## config.mk

```make
export PLATFORM = sky130hd
export DESIGN_NAME = mem2Stage
export DESIGN_NICKNAME = d
export VERILOG_FILES = /design/src/cpuTypesPkg.sv /design/src/pipeBundlePkg.sv /design/src/mem2Reg.sv /design/src/loadAligner.sv /design/src/writebackSelect.sv /design/src/mem2Stage.sv
export VERILOG_INCLUDE_DIRS = /design/src
export SDC_FILE = /design/constraint.sdc
export NUM_CORES = 1
export LEC_CHECK = 0
export ABC_AREA = 0
export ABC_CLOCK_PERIOD_IN_PS = 1900
export BUFFER_PORTS_ARGS = -buffer_cell sky130_fd_sc_hd__buf_4
export CELL_PAD_IN_SITES_DETAIL_PLACEMENT = 1
export CELL_PAD_IN_SITES_GLOBAL_PLACEMENT = 1
export CORE_MARGIN = 3
export CORE_UTILIZATION = 35
export CTS_CLUSTER_DIAMETER = 150
export DETAILED_ROUTE_END_ITERATION = 7
export PLACE_DENSITY = 0.85
export REMOVE_ABC_BUFFERS = 1
export SLEW_MARGIN = 10
export SYNTH_ARGS = -nofsm -noshare
export SYNTH_HDL_FRONTEND = slang
export SYNTH_SLANG_ARGS = --single-unit
```

## constraint.sdc

```tcl
create_clock -name clk -period 1.9 [get_ports clk]
set_clock_uncertainty 0.05 [all_clocks]
set_input_delay 0 -clock clk [delete_from_list [all_inputs] [get_ports clk]]
set_output_delay 0 -clock clk [all_outputs]
set_load 0.1 [all_outputs]
```

## src/mem2Consts.svh

```systemverilog
`ifndef MEM2_CONSTS_SVH
`define MEM2_CONSTS_SVH

// data path, addresses and instructions share one width
`define MEM2_DATA_W 32

// general register index
`define MEM2_REG_ADDR_W 5

// exception code, zero means no exception
`define MEM2_EXC_W 5

// return address of a link instruction is pc + 8, past the delay slot
`define MEM2_LINK_OFFSET 8

// lane widths inside a data word
`define MEM2_BYTE_W 8
`define MEM2_HALF_W 16

`endif

```

## src/cpuTypesPkg.sv

```systemverilog
`default_nettype none

`include "mem2Consts.svh"

package cpuTypesPkg;

    // data, address or instruction word
    typedef logic [`MEM2_DATA_W-1:0] word;

    // general register index
    typedef logic [`MEM2_REG_ADDR_W-1:0] regAddr;

    // exception code, all zeros is no exception
    typedef logic [`MEM2_EXC_W-1:0] excCode;

    // source of the register writeback value
    // zero is the alu result, which is also what a cleared stage selects
    typedef enum logic [1:0] {
        wbAlu  = 2'd0,
        wbLoad = 2'd1,
        wbLink = 2'd2,
        // mfhi/mflo, value already sits in aluOut
        wbHiLo = 2'd3
    } wbSel;

    // kind of load in flight
    // none must stay zero so that reset and flush leave no load behind
    typedef enum logic [2:0] {
        ldNone  = 3'd0,
        ldByte  = 3'd1,
        ldByteU = 3'd2,
        ldHalf  = 3'd3,
        ldHalfU = 3'd4,
        ldWord  = 3'd5
    } loadKind;

endpackage

`default_nettype wire

```

## src/pipeBundlePkg.sv

```systemverilog
`default_nettype none

package pipeBundlePkg;

    // write enables after exception resolution
    typedef struct packed {
        logic gprWr;
        logic hiWr;
        logic loWr;
    } regsWr;

    // everything the mem stage hands over
    typedef struct packed {
        cpuTypesPkg::word     aluOut;
        cpuTypesPkg::word     pc;
        cpuTypesPkg::word     instr;
        cpuTypesPkg::wbSel    wbSel;
        cpuTypesPkg::regAddr  dst;
        // store data, carried along for the next stages
        cpuTypesPkg::word     outB;
        regsWr                regsWr;
        cpuTypesPkg::excCode  excType;
        logic                 isBranch;
        logic                 isJumpCall;
        logic                 isInDelaySlot;
        cpuTypesPkg::loadKind loadKind;
    } memBundle;

    // held in the mem2 register, same layout
    typedef memBundle mem2Bundle;

    // register file write request
    typedef struct packed {
        regsWr               regsWr;
        cpuTypesPkg::regAddr dst;
        cpuTypesPkg::word    data;
    } wbRequest;

    // commit record for the retiring instruction
    typedef struct packed {
        cpuTypesPkg::word    pc;
        cpuTypesPkg::word    instr;
        cpuTypesPkg::excCode excType;
        logic                isBranch;
        logic                isJumpCall;
        logic                isInDelaySlot;
    } commitInfo;

endpackage

`default_nettype wire

```

## src/mem2Reg.sv

```systemverilog
`timescale 1ns/10ps
`default_nettype none

module mem2Reg (
    input  logic                     clk,
    input  logic                     rstN,
    input  logic                     flush,
    input  logic                     wr,
    input  pipeBundlePkg::memBundle  memIn,
    output pipeBundlePkg::mem2Bundle stage
);

    // one instruction held between mem and writeback
    // flush wins over wr, a killed slot must never load
    always_ff @(posedge clk) begin
        if (!rstN || flush) begin
            // all zero leaves no write, no exception and no load
            stage <= '0;
        end else if (wr) begin
            stage <= memIn;
        end
        // wr low holds the current instruction while the pipe stalls
    end

endmodule

`default_nettype wire

```

## src/loadAligner.sv

```systemverilog
`timescale 1ns/10ps
`default_nettype none

`include "mem2Consts.svh"

module loadAligner (
    input  cpuTypesPkg::loadKind loadKind,
    input  logic [1:0]           byteOffset,
    input  cpuTypesPkg::word     rdata,
    output cpuTypesPkg::word     loadData
);

    logic [`MEM2_BYTE_W-1:0] byteLane;
    logic [`MEM2_HALF_W-1:0] halfLane;

    // little endian, lane 0 in the low bits
    always_comb begin
        case (byteOffset)
            2'd0:    byteLane = rdata[7:0];
            2'd1:    byteLane = rdata[15:8];
            2'd2:    byteLane = rdata[23:16];
            default: byteLane = rdata[31:24];
        endcase
    end

    // halfword loads are aligned, only bit 1 matters
    always_comb begin
        if (byteOffset[1]) begin
            halfLane = rdata[31:16];
        end else begin
            halfLane = rdata[15:0];
        end
    end

    // extend to a full word
    always_comb begin
        case (loadKind)
            cpuTypesPkg::ldByte: begin
                loadData = {{(`MEM2_DATA_W-`MEM2_BYTE_W){byteLane[`MEM2_BYTE_W-1]}},
                            byteLane};
            end
            cpuTypesPkg::ldByteU: begin
                loadData = {{(`MEM2_DATA_W-`MEM2_BYTE_W){1'b0}}, byteLane};
            end
            cpuTypesPkg::ldHalf: begin
                loadData = {{(`MEM2_DATA_W-`MEM2_HALF_W){halfLane[`MEM2_HALF_W-1]}},
                            halfLane};
            end
            cpuTypesPkg::ldHalfU: begin
                loadData = {{(`MEM2_DATA_W-`MEM2_HALF_W){1'b0}}, halfLane};
            end
            // word and none take the cache word as it comes
            default: begin
                loadData = rdata;
            end
        endcase
    end

endmodule

`default_nettype wire

```

## src/writebackSelect.sv

```systemverilog
`timescale 1ns/10ps
`default_nettype none

`include "mem2Consts.svh"

module writebackSelect (
    input  pipeBundlePkg::mem2Bundle stage,
    input  cpuTypesPkg::word         loadData,
    output pipeBundlePkg::wbRequest  wbOut,
    output pipeBundlePkg::commitInfo commitOut
);

    cpuTypesPkg::word wbData;
    cpuTypesPkg::word linkAddr;

    // return address skips the delay slot
    assign linkAddr = stage.pc + cpuTypesPkg::word'(`MEM2_LINK_OFFSET);

    always_comb begin
        case (stage.wbSel)
            cpuTypesPkg::wbLoad: wbData = loadData;
            cpuTypesPkg::wbLink: wbData = linkAddr;
            // hi/lo moves were already routed through the alu
            cpuTypesPkg::wbHiLo: wbData = stage.aluOut;
            default:             wbData = stage.aluOut;
        endcase
    end

    // enables are final from mem, just forwarded
    always_comb begin
        wbOut.regsWr = stage.regsWr;
        wbOut.dst    = stage.dst;
        wbOut.data   = wbData;
    end

    always_comb begin
        commitOut.pc            = stage.pc;
        commitOut.instr         = stage.instr;
        commitOut.excType       = stage.excType;
        commitOut.isBranch      = stage.isBranch;
        commitOut.isJumpCall    = stage.isJumpCall;
        commitOut.isInDelaySlot = stage.isInDelaySlot;
    end

endmodule

`default_nettype wire

```

## src/mem2Stage.sv

```systemverilog
`timescale 1ns/10ps
`default_nettype none

module mem2Stage (
    input  logic                     clk,
    input  logic                     rstN,
    input  logic                     flush,
    input  logic                     wr,
    input  pipeBundlePkg::memBundle  memIn,
    // read word of the load issued in mem, arrives this cycle
    input  cpuTypesPkg::word         dcacheRdata,
    output pipeBundlePkg::wbRequest  wbOut,
    output pipeBundlePkg::commitInfo commitOut
);

    pipeBundlePkg::mem2Bundle stage;
    cpuTypesPkg::word         loadData;

    mem2Reg i_reg (
        .clk   (clk),
        .rstN  (rstN),
        .flush (flush),
        .wr    (wr),
        .memIn (memIn),
        .stage (stage)
    );

    // low address bits pick the lane
    loadAligner i_aligner (
        .loadKind   (stage.loadKind),
        .byteOffset (stage.aluOut[1:0]),
        .rdata      (dcacheRdata),
        .loadData   (loadData)
    );

    writebackSelect i_wbSel (
        .stage     (stage),
        .loadData  (loadData),
        .wbOut     (wbOut),
        .commitOut (commitOut)
    );

endmodule

`default_nettype wire

```

==> results.toml, run 1 <==
[sta]
post-route-period-util = 1.27
worst_pin_slew_ns = 0.520
holdWs_ns = 0.0286
fin_crit_ns = 2.41
fin_setup_tns_ns = -13.14
slew_headroom = 0.654
worst_slack_ns = -0.514
clock.fmax_mhz = 414
hold_violations = 0
slew_violations = 0
rsz0062_at_grt = "yes"
setup_viol = 32

[place]
place_area_mm2 = 0.00898
gp_congestion = 1.00
port_buffers = 264
hpwl_um = 19100
dp_cells = 1229

[synth]
ys_types = 58
syn_area_mm2 = 0.00675
synth_edf_count = 0
synth_seq_cells = 117
yosysWarnings = 0
synth_area_leaders = "dfxtp_1 (35%), mux2i_1 (17%), buf_4 (9.1%)"
syn_area_per_cell_um2 = 9.00
synth_top_area_frac = 0.347
yosysSeqAreaShare = 0.347
synth_top_area_cell = "dfxtp_1"
synth_top_flop_cell = "dfxtp_1"
syn_inst = 750
async_flop_share = 0

[worst_setup_path]
regToRegSetupSlack_ns = 0.70
max_stage_delay_ns = 0.44
r2r_start = "i_reg.stage[117]$_SDFFE_PP0P_"
worstRegToRegCells = 5
start_kind = "flop"
arrival_ns = 2.36
worstPathMaxFanout = 7
endpoint_kind = "output pin"
setup.worst_path.class = "flop to output pin"
crit_chain = "or3b_4 -> nor2_8 -> nor3_4 -> buf_4 -> a221oi_2 -> buf_4 -> o21ai_2 -> buf_12"
slowest_stage = "or3b_4"
r2r-end = "i_reg.stage[117]$_SDFFE_PP0P_"
critPathRequiredTime_ns = 1.85
crit_top_cell = "buf_4"

[floorplanning]
die-width_um = 145
core_mm2 = 0.0188
dieArea_mm2 = 0.0210
ios = 297
die_h_um = 145
initial_utilization = 0.358
rows = 50

[flow_run]
timing.max_cap.violations = 0

[clock_network]
cts_buffer_depth = 2
insertion_delay_ns = 0.42
cts_root_buf = "clkbuf_16"
cts_buffers = 17
htree_levels = 4
clkSlewWorstSetupHoldPaths_ns = 0.06
cts.sinks = 117
tritoncts = "done"

[run_status]
violations = "setup timing"
outcome = "finished with violations"

[routing]
firstDrtPassIters = 4
routed_wl_um = 33900
drt_iter0_drc = 326
vias_per_cell = 5.30
post_drt_wl_per_cell_um = 24.3
drc_errors = 0
ant_nets = 0
route.vias.total = 7398

[layout]
fill_cells = 2019
post-route-cell-area_mm2 = 0.0116
multi_input_area_mm2 = 0.00400
largest_reg_flops = 117
largestRegisters = "i_reg.stage: 117 flops"
syn2layout_area_growth_pct = 72.3
nets = 1311
drive_gt1_frac = 0.438
ff_latch_area_mm2 = 0.00237
final_cells = 1396
regMostFlops = "i_reg.stage"

[grt]
grt_pass1_wl_um = 48500
antenna_found_initial = 1
grt_max_degree = 45
grt_pass1_vias = 8284
grt.total_usage = 0.306
grt_overflow = 0

[power]
switching_share = 0.342
p_clk_frac = 0.420
p_comb_frac = 0.261
power.leakage_uw = 0.00518
power_frac_seq = 0.320
p_int_uw = 5350
p_per_area_mw_per_mm2 = 699
switchingPower_uw = 2780
peakVddDrop_mv = 0.614

[worst_hold_path]
hold_depth = 3
hp-class = "input port to flop"
min-delay-start = "wr"
whs_endpoint = "i_reg.stage[119]$_SDFFE_PP0P_"
## through the flow
step,worst slack (ns),total power [uW],utilization
finish,-0.514,8130,0.618
global route,-0.581,8360,0.618
CTS,-0.394,7950,0.596
detailed placement,-0.133,4330,0.477
global placement,-0.127,4310,0.477
floorplan,-1.90,3620,-
## worst max path at each step
| stage | endpoint | start | cells after the start |
|---|---|---|---|
| floorplan | wbOut[25] | i_reg.stage[88]$_SDFFE_PP0P_ | 6 |
| global placement | wbOut[3] | i_reg.stage[117]$_SDFFE_PP0P_ | 6 |
| detailed placement | wbOut[3] | i_reg.stage[117]$_SDFFE_PP0P_ | 6 |
| CTS | wbOut[6] | i_reg.stage[1]$_SDFFE_PP0P_ | 8 |
| global route | wbOut[24] | i_reg.stage[89]$_SDFFE_PP0P_ | 8 |
| finish | wbOut[7] | i_reg.stage[1]$_SDFFE_PP0P_ | 8 |
## power groups by stage
stage	logic [uW]	registers [uW]	clock network, uW
detailed placement	1690	2640	0
CTS	1970	2590	3380
floorplan	569	3050	0
global route	2190	2610	3560
finish	2120	2600	3410
global placement	1670	2640	0
## final cells by class
type,count,area share
Antenna cell,1,0.000215
Clock buffer,17,0.0366
Clock inverter,14,0.0143
Inverter,8,0.00280
Multi-Input combinational cell,499,0.344
Sequential cell,117,0.204
Tap cell,260,0.0280
Timing Repair Buffer,480,0.370
## timing repair
item,CTS,global route
endpoints found under the hold margin,117,0
setup endpoints to repair,32,32
hold buffers,117,0
pin swaps,27,31
setup buffers,7,11
resized for setup,103,67
gates cloned,1,0
## Yosys cell counts (all sizes together), types with 3 or more instances
library cell and count:
a211oi 3, a21oi 15, a221oi 10, a22oi 3, a31oi 5, and2 3, and3 4, buf 105
clkbuf 21, dfxtp 117, ha 3, inv 8, mux2i 117, mux4 8, nand2 37, nand2b 10
nand3 13, nand4 13, nor2 144, nor2b 8, nor3 6, nor4 3, o211ai 17, o21ai 28
o221ai 5, xnor2 10, xor2 18
## metal layers
layer  up-vias  routed length, um  track usage  part of all wire
met1      3662              12500        0.322              0.37
li1       3278                  -            -                 -
met2       349              17700        0.555              0.52
met4         0               1650        0.150             0.049
met5         -                  0            0                 0
met3       109               2150       0.0877             0.063
## worst max-delay path: cells and delay by family, from the launching register on
| kind | cells | cell delay, ns |
|---|---|---|
| and+or+nand+nor | 3 | 0.67 |
| buffers and inverters | 3 | 0.51 |
| DFF | 1 | 0.37 |
| AOI/OAI and AO/OA | 2 | 0.39 |
## logic make-up (layout without fill, tap and decap cells)
logic type / after synthesis / after routing / synth area share
buffers and inverters: 134 / 519 / 0.127
other: 0 / 1 / 0
DFF: 117 / 117 / 0.347
AOI/OAI and AO/OA: 97 / 97 / 0.109
and+or+nand+nor: 245 / 245 / 0.168
adders and majority gates: 3 / 3 / 0.00556
xor gates and xnor gates: 28 / 28 / 0.0391
muxes: 126 / 126 / 0.205
## placed cells by master (no fill, tap or decap), drive strengths merged, types with 2 or more instances in the layout
cell,n
buf,363
nor2,144
mux2i,117
dlygate4sd3,117
dfxtp,117
nand2,37
o21ai,28
xor2,18
o211ai,17
clkbuf,17
inv,16
a21oi,15
nand4,13
nand3,13
xnor2,10
nand2b,10
a221oi,10
nor2b,8
mux4,8
nor3,6
o221ai,5
a31oi,5
and3,4
clkinvlp,3
a22oi,3
and2,3
a211oi,3
nor4,3
ha,3
a31o,2
a221o,2
a32oi,2
bufinv,2
No activity file was read; power rests on OpenSTA's default activity.
==> run 2: changes to the inputs <==
Settings changed: ABC_CLOCK_PERIOD_IN_PS 1900 to 2600.
Clock period 1.9 ns to 2.6 ns, I/O delays scaled along.
==> results.toml, run 2 (synthesis results as in run 1) <==
[run_status]
outcome = "finished, final reports clean"

[worst_setup_path]
endpoint_kind = "output pin"
max_stage_delay_ns = 0.57
start_kind = "flop"
arrival_ns = 2.50
worstPathMaxFanout = 7
slowest_stage = "mux4_2"
crit_chain = "mux4_2 -> nand3_4 -> inv_1 -> a211oi_1 -> o21bai_1 -> buf_6"
cp_top_family = "compound AO/OA/AOI/OAI gates"
setup.worst_path.class = "flop to output pin"
critPathRequiredTime_ns = 2.55
crit_buf_inv = 2

[layout]
fill_cells = 2118
drive_gt1_frac = 0.347
multi_input_area_mm2 = 0.00360
antennaDiodeCount = 0
layout_commonest_cell = "buf_4"
final_cell_mix = "buf_4 (276), nor2_1 (140), mux2i_1 (117), dlygate4sd3_1 (117), dfxtp_1 (109)"
syn2layout_area_growth_pct = 53.5
largest_reg_flops = 117
regMostFlops = "i_reg.stage"
ff_latch_area_mm2 = 0.00235
largestRegisters = "i_reg.stage: 117 flops"
nets = 1238

[place]
gp_congestion = 0.823
hpwl_um = 17200
dpl_worst_slack_ns = 0.311
port_buffers = 264

[power]
total_power_uw = 5660
p_comb_frac = 0.240
switching_share = 0.324
p_int_uw = 3820
p_clk_frac = 0.421
p_per_area_mw_per_mm2 = 546
switchingPower_uw = 1830
power.leakage_uw = 0.00464
peakVddDrop_mv = 0.443
power_frac_seq = 0.339

[routing]
vias_per_cell = 5.17
drc_errors = 0
post_drt_wl_per_cell_um = 21.6
firstDrtPassIters = 4
drt_iter0_drc = 324
routed_wl_um = 28600
ant_nets = 0
route.vias.total = 6836

[sta]
slew_headroom = 0.580
post-route-period-util = 0.981
setup_viol = 0
hold_violations = 0
fin_setup_tns_ns = 0
worst_pin_slew_ns = 0.630
worst_slack_ns = 0.0497
rsz0062_at_grt = "yes"
clock.fmax_mhz = 392
fin_crit_ns = 2.55
slew_violations = 0

[clock_network]
tritoncts = "done"
clkSlewWorstSetupHoldPaths_ns = 0.06
insertion_delay_ns = 0.40
cts_root_buf = "clkbuf_16"
cts_buffer_depth = 2
cts_buffers = 17
htree_levels = 4
cts.sinks = 117

[floorplanning]
rows = 50
dieArea_mm2 = 0.0210
initial_utilization = 0.358
die_h_um = 145
core_mm2 = 0.0188
ios = 297
die-width_um = 145

[grt]
grt_max_degree = 118
grt_pass1_vias = 7475
grt_overflow = 0
grt_pass1_wl_um = 42300
grt.total_usage = 0.263
antenna_found_initial = 0

[worst_hold_path]
hp-class = "input port to flop"

[flow_run]
timing.max_cap.violations = 0
==> run 2: cell types whose count changed in the layout (fill, tap and decap cells not counted), moves of 4 or more <==
| cell | delta |
|---|---|
| buf_6 | -30 |
| o21ai_4 | -5 |
| dfxtp_1 | +8 |
| buf_4 | -28 |
| o221ai_1 | +5 |
| dfxtp_4 | -5 |
| buf_12 | -13 |
| o21ai_1 | +4 |
| o221ai_2 | -5 |
==> run 2: final cells by class <==
type,instances,share of cell area
tap,260,0.0314
clock inverter,13,0.0144
multi-input combinational,499,0.348
sequential,117,0.227
inverter,8,0.00290
clock buffer,18,0.0424
timing repair buffer,407,0.335
==> run 2: repair_timing <==
item | CTS | global route
pin swaps | 1 | 2
endpoints found under the hold margin | 117 | 0
endpoints found under the setup margin | 19 | 19
cloned | 0 | 1
resized for setup | 10 | 16
hold buffers | 117 | 0
setup buffers | 4 | 2
==> run 2: worst paths after layout <==
kind                                       from                            end  slack, ns  cells past startpoint
setup reg to reg  i_reg.stage[124]$_SDFFE_PP0P_  i_reg.stage[124]$_SDFFE_PP0P_       1.68                      2
hold reg to reg   i_reg.stage[141]$_SDFFE_PP0P_  i_reg.stage[141]$_SDFFE_PP0P_       0.45                      2
hold / removal                             rstN   i_reg.stage[71]$_SDFFE_PP0P_        0.1                      4
setup / recovery  i_reg.stage[117]$_SDFFE_PP0P_                      wbOut[13]       0.05                      6
==> run 2: worst register-to-register path, stage by stage (launching register included) <==
cell and delay [ns]:
dfxtp_1 0.32, mux2i_1 0.25, nor2_1 0.14
==> run 2: power by group through the flow <==
| stage | clock, uW | combinational (uW) | sequential [uW] |
|---|---|---|---|
| 3_5_place_dp | 0 | 1160 | 1950 |
| 5_1_grt | 2500 | 1420 | 1920 |
| 3_3_place_gp | 0 | 1140 | 1940 |
| 4_1_cts | 2410 | 1310 | 1910 |
| 2_1_floorplan | 0 | 416 | 2230 |
| 6_report | 2380 | 1360 | 1920 |
==> run 2: routing by layer <==
metal	vias to the layer above	GRT usage	wire, um
met1	3344	0.299	11000
met2	292	0.469	14600
met4	0	0.109	1130
met3	69	0.0670	1950
li1	3131	-	-
met5	-	0	0
==> run 2: metrics by stage <==
| step | cells | util | area, um2 | hold slack [ns] |
|---|---|---|---|---|
| 2_1_floorplan | 624 | - | 5930 | 0.0972 |
| 3_3_place_gp | 1167 | 0.448 | 8440 | 0.181 |
| 3_5_place_dp | 1167 | 0.448 | 8440 | 0.192 |
| 4_1_cts | 1319 | 0.545 | 10300 | 0.0910 |
| 5_1_grt | 1322 | 0.550 | 10400 | 0.118 |
| 6_report | 1322 | 0.550 | 10400 | 0.0980 |
